<file path="src/hdl/warp_cfg.svh">
`ifndef WARP_CFG_SVH
`define WARP_CFG_SVH

// program counter width
`define WARP_XLEN 64

// uncompressed instruction width
`define WARP_ILEN 32

// instructions per fetch group
`define WARP_NUM_SLOTS 2

// architectural register number width
`define WARP_REG_ADDR_W 5

// major opcodes, inst[6:2]
// inst[1:0] is always 2'b11 for 32-bit encodings

// addi, slti, sltiu, xori, ori, andi, slli, srli, srai
`define WARP_OPC_OP_IMM    5'b00100
`define WARP_OPC_AUIPC     5'b00101
// addiw, slliw, srliw, sraiw
`define WARP_OPC_OP_IMM_32 5'b00110
// register-register alu ops
`define WARP_OPC_OP        5'b01100
`define WARP_OPC_LUI       5'b01101
// addw, subw, sllw, srlw, sraw
`define WARP_OPC_OP_32     5'b01110
// beq, bne, blt, bge, bltu, bgeu
`define WARP_OPC_BRANCH    5'b11000

// not executed by this decoder
// but still needed to pick the immediate format
`define WARP_OPC_JALR      5'b11001
`define WARP_OPC_JAL       5'b11011
`define WARP_OPC_LOAD      5'b00000
`define WARP_OPC_STORE     5'b01000

`endif

</file>
<file path="src/hdl/warp_pkg.sv">
`default_nettype none

`include "warp_cfg.svh"

package warp_pkg;

    // raw instruction word
    typedef logic [`WARP_ILEN-1:0] inst_t;
    // pc value
    typedef logic [`WARP_XLEN-1:0] xlen_t;
    // register number
    typedef logic [`WARP_REG_ADDR_W-1:0] reg_addr_t;
    // immediate, already sign extended to 32 bits
    typedef logic [31:0] imm_t;

    // backend pipeline select
    typedef enum logic [3:0] {
        PIPE_NONE   = 4'd0,
        PIPE_XARITH = 4'd1,
        PIPE_XLOGIC = 4'd2
    } pipe_sel_e;

    // xarith unit op
    typedef enum logic [1:0] {
        XARITH_ADD = 2'd0,
        XARITH_SLT = 2'd1
    } xarith_op_e;

    // xlogic unit op
    typedef enum logic [2:0] {
        XLOGIC_AND = 3'd0,
        XLOGIC_OR  = 3'd1,
        XLOGIC_XOR = 3'd2,
        XLOGIC_SHF = 3'd3
    } xlogic_op_e;

    // one instruction as delivered by fetch
    typedef struct packed {
        inst_t inst;
        xlen_t pc_rdata;
        xlen_t pc_wdata;
    } fetch_slot_t;

    // op1_sel picks pc over rs1, op2_sel picks imm over rs2
    typedef struct packed {
        logic op1_sel;
        logic op2_sel;
        logic rd_wen;
    } shared_ctrl_t;

    typedef struct packed {
        xarith_op_e opsel;
        logic       sub;
        logic       is_unsigned;
        logic       cmp_mode;
        logic       branch_en;
        logic       branch_equal;
        logic       branch_invert;
        logic       word;
    } xarith_ctrl_t;

    // sll[0] shift left, sll[1] arithmetic right shift
    typedef struct packed {
        xlogic_op_e opsel;
        logic       invert;
        logic [1:0] sll;
        logic       word;
    } xlogic_ctrl_t;

    // everything issue needs for one instruction
    typedef struct packed {
        logic         legal;
        reg_addr_t    rs1;
        reg_addr_t    rs2;
        reg_addr_t    rd;
        imm_t         imm;
        pipe_sel_e    pipeline;
        shared_ctrl_t shared;
        xarith_ctrl_t xarith;
        xlogic_ctrl_t xlogic;
        xlen_t        pc_rdata;
        xlen_t        pc_wdata;
    } decode_bundle_t;

    // slot0 is the older instruction of the pair
    typedef struct packed {
        decode_bundle_t slot0;
        decode_bundle_t slot1;
    } decode_pair_t;

endpackage

`default_nettype wire

</file>
<file path="src/hdl/warp_decode.sv">
`timescale 1ns/10ps
`default_nettype none

module warp_decode (
    input  wire                         i_clk,
    input  wire                         i_rst_n,

    // fetch side, one pair per handshake
    input  wire                         i_fetch_valid,
    output logic                        o_fetch_ready,
    input  wire warp_pkg::fetch_slot_t  i_slot0,
    input  wire warp_pkg::fetch_slot_t  i_slot1,

    // issue side, registered
    output logic                        o_issue_valid,
    input  wire                         i_issue_ready,
    output warp_pkg::decode_pair_t      o_issue_pair
);

    // both decoded bundles, slot0 older
    wire warp_pkg::decode_pair_t dec_pair;

    // combinational decode of the older instruction
    warp_inst_decode slot0 (
        .i_slot   (i_slot0),
        .o_bundle (dec_pair.slot0)
    );

    // padding words from fetch decode like any other instruction
    warp_inst_decode slot1 (
        .i_slot   (i_slot1),
        .o_bundle (dec_pair.slot1)
    );

    // one cycle to issue, holds up to two pairs under stall
    warp_skid_buffer skid0 (
        .i_clk       (i_clk),
        .i_rst_n     (i_rst_n),
        .i_in_valid  (i_fetch_valid),
        .o_in_ready  (o_fetch_ready),
        .i_in_pair   (dec_pair),
        .o_out_valid (o_issue_valid),
        .i_out_ready (i_issue_ready),
        .o_out_pair  (o_issue_pair)
    );

endmodule

`default_nettype wire

</file>
<file path="src/hdl/warp_imm_gen.sv">
`timescale 1ns/10ps
`default_nettype none

`include "warp_cfg.svh"

module warp_imm_gen (
    input  wire warp_pkg::inst_t i_inst,
    output warp_pkg::imm_t       o_imm
);

    logic [4:0] opcode;
    logic       fmt_r;
    logic       fmt_s;
    logic       fmt_b;
    logic       fmt_u;
    logic       fmt_j;

    assign opcode = i_inst[6:2];

    // format classes by major opcode
    assign fmt_r = (opcode == `WARP_OPC_OP) || (opcode == `WARP_OPC_OP_32);
    assign fmt_s = opcode == `WARP_OPC_STORE;
    assign fmt_b = opcode == `WARP_OPC_BRANCH;
    assign fmt_u = (opcode == `WARP_OPC_LUI) || (opcode == `WARP_OPC_AUIPC);
    assign fmt_j = opcode == `WARP_OPC_JAL;

    // sign bit is inst[31] in every format
    always_comb begin
        case (1'b1)
            // register forms carry no immediate
            fmt_r: o_imm = '0;
            fmt_s: o_imm = {{20{i_inst[31]}}, i_inst[31:25], i_inst[11:7]};
            // bit 0 of branch and jump offsets is implied zero
            fmt_b: o_imm = {{20{i_inst[31]}}, i_inst[7], i_inst[30:25], i_inst[11:8], 1'b0};
            fmt_u: o_imm = {i_inst[31:12], 12'h000};
            fmt_j: o_imm = {{12{i_inst[31]}}, i_inst[19:12], i_inst[20], i_inst[30:21], 1'b0};
            // I layout for op-imm, op-imm-32, jalr and load and for unknown opcodes
            default: o_imm = {{20{i_inst[31]}}, i_inst[31:20]};
        endcase
    end

endmodule

`default_nettype wire

</file>
<file path="src/hdl/warp_inst_decode.sv">
`timescale 1ns/10ps
`default_nettype none

`include "warp_cfg.svh"

module warp_inst_decode (
    input  wire warp_pkg::fetch_slot_t i_slot,
    output warp_pkg::decode_bundle_t   o_bundle
);

    // instruction fields
    logic [4:0] opcode;
    logic [2:0] funct3;
    logic [6:0] funct7;
    logic       is_lui;

    // alu opcode group qualifiers
    logic       is_reg;
    logic       is_word;
    logic       f7_zero;
    logic       f7_alt;
    logic       shamt_hi_zero;
    logic       shamt_hi_alt;
    logic       sh_zero;
    logic       sh_alt;
    logic       base_ok;

    // decode results
    logic                    legal;
    warp_pkg::pipe_sel_e     pipe;
    warp_pkg::shared_ctrl_t  shared;
    warp_pkg::xarith_ctrl_t  xarith;
    warp_pkg::xlogic_ctrl_t  xlogic;
    warp_pkg::imm_t          imm;
    warp_pkg::reg_addr_t     rs1;

    assign opcode = i_slot.inst[6:2];
    assign funct3 = i_slot.inst[14:12];
    assign funct7 = i_slot.inst[31:25];
    assign is_lui = opcode == `WARP_OPC_LUI;

    // register-register forms check funct7
    assign is_reg  = (opcode == `WARP_OPC_OP) || (opcode == `WARP_OPC_OP_32);
    // 32-bit forms, result sign extended from bit 31
    assign is_word = (opcode == `WARP_OPC_OP_IMM_32) || (opcode == `WARP_OPC_OP_32);

    assign f7_zero = funct7 == 7'b0000000;
    assign f7_alt  = funct7 == 7'b0100000;

    // rv64 immediate shifts use a 6-bit shamt, so only inst[31:26] is fixed
    assign shamt_hi_zero = i_slot.inst[31:26] == 6'b000000;
    assign shamt_hi_alt  = i_slot.inst[31:26] == 6'b010000;

    // which encoding check applies to shifts
    assign sh_zero = (is_reg || is_word) ? f7_zero : shamt_hi_zero;
    assign sh_alt  = (is_reg || is_word) ? f7_alt : shamt_hi_alt;

    // non-shift register ops need funct7 all zero
    assign base_ok = !is_reg || f7_zero;

    always_comb begin
        legal  = 1'b0;
        pipe   = warp_pkg::PIPE_NONE;
        shared = '0;
        xarith = '0;
        xlogic = '0;

        case (opcode)
            `WARP_OPC_OP_IMM, `WARP_OPC_OP_IMM_32, `WARP_OPC_OP, `WARP_OPC_OP_32: begin
                shared.op2_sel = !is_reg;
                shared.rd_wen  = 1'b1;
                xarith.word    = is_word;
                xlogic.word    = is_word;

                case (funct3)
                    // add, sub, addi and word variants
                    3'b000: begin
                        legal        = is_reg ? (f7_zero || f7_alt) : 1'b1;
                        pipe         = warp_pkg::PIPE_XARITH;
                        xarith.opsel = warp_pkg::XARITH_ADD;
                        xarith.sub   = is_reg && funct7[5];
                    end
                    // left shifts
                    3'b001: begin
                        legal        = sh_zero;
                        pipe         = warp_pkg::PIPE_XLOGIC;
                        xlogic.opsel = warp_pkg::XLOGIC_SHF;
                        xlogic.sll   = 2'b01;
                    end
                    // slt, sltu, no word form
                    3'b010, 3'b011: begin
                        legal              = !is_word && base_ok;
                        pipe               = warp_pkg::PIPE_XARITH;
                        xarith.opsel       = warp_pkg::XARITH_SLT;
                        xarith.sub         = 1'b1;
                        xarith.is_unsigned = funct3[0];
                    end
                    3'b100: begin
                        legal        = !is_word && base_ok;
                        pipe         = warp_pkg::PIPE_XLOGIC;
                        xlogic.opsel = warp_pkg::XLOGIC_XOR;
                    end
                    // srl or sra, inst[30] picks arithmetic
                    3'b101: begin
                        legal        = sh_zero || sh_alt;
                        pipe         = warp_pkg::PIPE_XLOGIC;
                        xlogic.opsel = warp_pkg::XLOGIC_SHF;
                        xlogic.sll   = {i_slot.inst[30], 1'b0};
                    end
                    3'b110: begin
                        legal        = !is_word && base_ok;
                        pipe         = warp_pkg::PIPE_XLOGIC;
                        xlogic.opsel = warp_pkg::XLOGIC_OR;
                    end
                    default: begin
                        legal        = !is_word && base_ok;
                        pipe         = warp_pkg::PIPE_XLOGIC;
                        xlogic.opsel = warp_pkg::XLOGIC_AND;
                    end
                endcase
            end
            // pc plus upper immediate
            `WARP_OPC_AUIPC: begin
                legal          = 1'b1;
                pipe           = warp_pkg::PIPE_XARITH;
                shared.op1_sel = 1'b1;
                shared.op2_sel = 1'b1;
                shared.rd_wen  = 1'b1;
                xarith.opsel   = warp_pkg::XARITH_ADD;
            end
            // x0 plus upper immediate, rs1 forced to zero below
            `WARP_OPC_LUI: begin
                legal          = 1'b1;
                pipe           = warp_pkg::PIPE_XARITH;
                shared.op2_sel = 1'b1;
                shared.rd_wen  = 1'b1;
                xarith.opsel   = warp_pkg::XARITH_ADD;
            end
            // compare rs1 against rs2, target computed elsewhere
            `WARP_OPC_BRANCH: begin
                legal                = (funct3 != 3'b010) && (funct3 != 3'b011);
                pipe                 = warp_pkg::PIPE_XARITH;
                xarith.opsel         = warp_pkg::XARITH_ADD;
                xarith.branch_en     = 1'b1;
                // beq/bne test equality, the rest subtract and look at the sign
                xarith.branch_equal  = !funct3[2];
                xarith.branch_invert = funct3[0];
                xarith.sub           = funct3[2];
                xarith.is_unsigned   = funct3[1];
            end
            default: begin
                legal = 1'b0;
            end
        endcase

        // illegal encodings carry no controls downstream
        if (!legal) begin
            pipe   = warp_pkg::PIPE_NONE;
            shared = '0;
            xarith = '0;
            xlogic = '0;
        end
    end

    // lui reads x0
    assign rs1 = is_lui ? '0 : i_slot.inst[19:15];

    warp_imm_gen imm_gen0 (
        .i_inst (i_slot.inst),
        .o_imm  (imm)
    );

    assign o_bundle = '{
        legal:    legal,
        rs1:      rs1,
        rs2:      i_slot.inst[24:20],
        rd:       i_slot.inst[11:7],
        imm:      imm,
        pipeline: pipe,
        shared:   shared,
        xarith:   xarith,
        xlogic:   xlogic,
        pc_rdata: i_slot.pc_rdata,
        pc_wdata: i_slot.pc_wdata
    };

endmodule

`default_nettype wire

</file>
<file path="src/hdl/warp_skid_buffer.sv">
`timescale 1ns/10ps
`default_nettype none

module warp_skid_buffer (
    input  wire                         i_clk,
    input  wire                         i_rst_n,
    input  wire                         i_in_valid,
    output logic                        o_in_ready,
    input  wire warp_pkg::decode_pair_t i_in_pair,
    output logic                        o_out_valid,
    input  wire                         i_out_ready,
    output warp_pkg::decode_pair_t      o_out_pair
);

    // second entry, only filled while issue stalls
    logic                   skid_valid;
    warp_pkg::decode_pair_t skid_pair;

    logic in_fire;
    logic out_free;
    logic load_out;
    logic load_skid;

    // upstream may send as long as the skid slot is empty
    assign o_in_ready = !skid_valid;
    assign in_fire    = i_in_valid && o_in_ready;

    // output register is empty or drains this cycle
    assign out_free = !o_out_valid || i_out_ready;

    // skid entry has priority to keep order
    assign load_out  = out_free && (skid_valid || in_fire);
    assign load_skid = in_fire && !out_free;

    always_ff @(posedge i_clk) begin
        if (i_rst_n) begin
            o_out_valid <= 1'b0;
            skid_valid  <= 1'b0;
        end else begin
            if (out_free) begin
                o_out_valid <= skid_valid || in_fire;
                skid_valid  <= 1'b0;
            end else if (load_skid) begin
                skid_valid <= 1'b1;
            end
        end
    end

    always_ff @(posedge i_clk) begin
        if (load_out) begin
            o_out_pair <= skid_valid ? skid_pair : i_in_pair;
        end
        if (load_skid) begin
            skid_pair <= i_in_pair;
        end
    end

endmodule

`default_nettype wire

</file>
<file path="config.mk">
export PLATFORM = sky130hd
export DESIGN_NAME = warp_decode
export DESIGN_NICKNAME = d
export VERILOG_FILES = /design/src/hdl/warp_pkg.sv /design/src/hdl/warp_decode.sv /design/src/hdl/warp_imm_gen.sv /design/src/hdl/warp_inst_decode.sv /design/src/hdl/warp_skid_buffer.sv
export VERILOG_INCLUDE_DIRS = /design/src /design/src/hdl
export SDC_FILE = /design/constraint.sdc
export NUM_CORES = 1
export LEC_CHECK = 0
export BUFFER_PORTS_ARGS = -buffer_cell sky130_fd_sc_hd__buf_2
export CORE_AREA = 2 2 285 287
export DETAILED_ROUTE_END_ITERATION = 8
export DIE_AREA = 0 0 287 289
export PLACE_DENSITY = 0.56
export SLEW_MARGIN = 25
export SYNTH_ARGS = -nofsm -noshare
export SYNTH_HDL_FRONTEND = slang
export SYNTH_SLANG_ARGS = --single-unit
export TNS_END_PERCENT = 20
</file>
<file path="constraint.sdc">
create_clock -name i_clk -period 45 [get_ports i_clk]
set_input_delay 9 -clock i_clk [delete_from_list [all_inputs] [get_ports i_clk]]
set_output_delay 9 -clock i_clk [all_outputs]
set_load 0.1 [all_outputs]
</file>
==> summary.md <==
| Metric | Value |
|---|---|
| Outcome | finished, final reports clean |
| Cell Area, Synth | 29400 sq um |
| Most used DFF post-synth | edfxtp_1 |
| Hold_buf cts | 0 |
| Antenna Violating Nets Remaining | 0 |
| Critical Path End Type | flip-flop |
| Number of global-route vias before repair | 17100 |
| Worst r2r src | skid0.skid_valid$_SDFFE_PP0P_ |
| DIE WIDTH | 287 um |
| RSZ-0062 raised after global routing | no |
| Drt initial violations | 975 |
| Pwr Total | 1.81 mW |
| Top cell type's share of synthesized area | 78.6% |
| Startpoint Class | input port |
| Post-layout nets | 2659 |
| Layout cells sized above 1 | 50.0% |
| Synth top cells by count | 768 x edfxtp_1, 333 x mux2_2, 96 x nand2_1 |
| CTS Buf Count | 83 |
| Post-CTS Setup Inserts | 0 |
| Die area | 82900 sq um |
| Seq/Total Area, Yosys | 78.7% |
| Fillers | 7112 |
| Largest area contributor in the netlist | edfxtp_1 |
| Clock latency at the later pin of the worst-skew pair | 630 ps |
| Routed wire length | 76800 um |
| Bufs on Longest Clock Path | 3 |
| Syn Area/Cell | 18.3 sq um |
| H-tree levels | 3 |
| WP data arrival | 12620 ps |
| Final period utilization | 27.4% |
| Required @ worst endpoint | 45300 ps |
| Drt pass-1 iters | 4 |
| WS Path Type | in -> reg |
| Hpwl dp | 52600 um |
| Max Fclk | 81.1 MHz |
| Worst-path fanout max | 63 |
| Max-slew violation count | 0 |
| Drt wl/cell | 22.1 um |
| Initial antenna violation count | 8 |
| Worst r2r path cells | 5 |
| Io pins | 724 |
| Placed cells | 3308 |
| Number of vias per cell | 4.88 |
| Crit path time final | 12320 ps |
| Hold wc startpoint | skid0.skid_pair[329]$_DFFE_PP_ |
| Setup TNS Final | 0 ps |
| Synth cell types | 48 |
| Number of synthesized flops with an enable pin | 768 |
| PortBufs | 707 |
| GR Overflow Total | 0 |
| #FFs+latches synth | 770 |
| First-pass GRT wire length | 111000 um |
| TritonCTS clock tree | built |
| Number of clock sinks | 770 |
| Rel. slew slack | 29.8% |
| Async set or reset register ratio after synthesis | 0% |
| Vias post-DR | 16900 |
| Worst IR Drop VDD | 0.0424 mV |
| Count leader, synth | edfxtp_1 |
| Layout Skew | 25.2 ps |
| DRC viols | 0 |
| Max cap viols | 0 |
| Synthesis-to-finish area growth | 25.5% |
| Power Dens Cells | 49.3 nW/um^2 |
| Synth area leaders | edfxtp_1 79%, mux2_2 13%, nand2_1 1.2%, a21oi_1 1.1%, nor2_1 0.86% |
| Clock Tree Root | clkbuf_16 |
| Post-synthesis cell count | 1602 |
| Hold EP | skid0.o_out_pair[329]$_DFFE_PP_ |
| Die Y | 289 um |
| R2R setup slack | 40420 ps |
| P_leak | 13.5 nW |
| Slew @ Worst Pin | 1050 ps |
| Largest net degree at the start of global routing | 131 |
| Worst-path clk slew | 60 ps |
| Min-Delay Path Class | reg -> reg |
| Core Area | 79900 sq um |
| Std-Cell Rows | 104 |
| Final setup violation count | 0 |
| Starting density of the core | 36.7% |
| Final hold violation count | 0 |
| Synthesis Warnings | 0 |
| RePlAce Congestion | 0.831 |
| Total GRT Usage | 17.5% |
| Cts repair resizes | 0 |
| Hold Crit Depth | 2 |
| Reg2reg end | skid0.o_out_pair[3]$_DFFE_PP_ |
| Non-filler cells, final | 3467 |
## per-stage QoR
step	utilization (%)	hold slack [ps]	setup WS [ps]	cell area (sq um)
floorplan	-	493	6410	29400
global placement	42.6	509	31890	34000
detailed placement	42.6	508	31810	34000
CTS	46.0	529	32470	36800
global route	46.1	545	32340	36800
finish	46.1	514	32680	36800
## sequential cells by signal, indices dropped and copies added, names as in the netlist
register / cells
skid0.skid_pair: 384
skid0.skid_valid: 1
skid0.o_out_pair: 384
skid0.o_out_valid: 1
## cell usage in the layout (no fill, tap or decap), drive strengths merged, types with 4 or more instances in the layout
| cell | n |
|---|---|
| o21ai | 28 |
| inv | 19 |
| clkinv | 35 |
| nand3 | 13 |
| a31oi | 7 |
| diode | 5 |
| clkbuf | 97 |
| mux2 | 333 |
| nor2 | 67 |
| and2 | 24 |
| nand2b | 6 |
| nor2b | 10 |
| and3 | 4 |
| a21oi | 66 |
| edfxtp | 768 |
| bufinv | 10 |
| o31ai | 24 |
| nor3 | 11 |
| nor3b | 6 |
| or2 | 4 |
| conb | 12 |
| nand2 | 96 |
| buf | 730 |
## kinds of logic (layout without fill, tap and decap cells)
| logic type | Yosys count | in the layout | synth area share (%) |
|---|---|---|---|
| DFF | 770 | 770 | 78.7 |
| AOI/OAI and AO/OA | 143 | 143 | 2.92 |
| buffers and inverters | 105 | 894 | 1.62 |
| and+or+nand+nor | 250 | 250 | 3.98 |
| other | 1 | 17 | 0.0128 |
| muxes | 333 | 333 | 12.8 |
## report_power, final
part	internal (mW)	switching, mW	leakage (nW)	total, mW
combinational	0.0468	0.238	4.95	0.285
sequential	0.831	0.00912	7.22	0.840
clock	0.404	0.285	1.35	0.689
## worst max-delay path by stage
| stage | from | endpoint | slack (ps) | depth (start not counted) |
|---|---|---|---|---|
| 6_report | i_issue_ready | skid0.o_out_pair[3]$_DFFE_PP_ | 32680 | 7 |
| 3_3_place_gp | i_issue_ready | skid0.o_out_pair[209]$_DFFE_PP_ | 31890 | 6 |
| 3_5_place_dp | i_issue_ready | skid0.o_out_pair[21]$_DFFE_PP_ | 31810 | 6 |
| 5_1_grt | i_issue_ready | skid0.o_out_pair[102]$_DFFE_PP_ | 32340 | 7 |
| 4_1_cts | i_issue_ready | skid0.o_out_pair[249]$_DFFE_PP_ | 32470 | 6 |
| 2_1_floorplan | i_issue_ready | skid0.skid_pair[0]$_DFFE_PP_ | 6410 | 2 |
## critical path, cell delays in order
cell and delay (ps):
buf_2 80, nand2b_1 190, o21a_4 700, buf_4 780
buf_4 850, buf_4 580, buf_12 310
## layout make-up
cell class	instances	area, sq um	area share (%)
antenna	5	12.5	0.0340
clock buffer	97	2150	5.84
tap	1060	1330	3.60
timing repair buffer	730	3760	10.2
clock inverter	55	609	1.65
multi-input combinational	738	5830	15.8
sequential	770	23100	62.7
inverter	12	45.0	0.122
## metal layers
layer | share of wire (%) | vias up | GRT usage, %
li1 | - | 7676 | -
met1 | 39 | 8545 | 21.6
met2 | 51 | 566 | 30.0
met3 | 7.5 | 110 | 5.22
met4 | 2.1 | 10 | 4.83
met5 | 0.091 | - | 0
No activity file was read; power rests on OpenSTA's default activity.
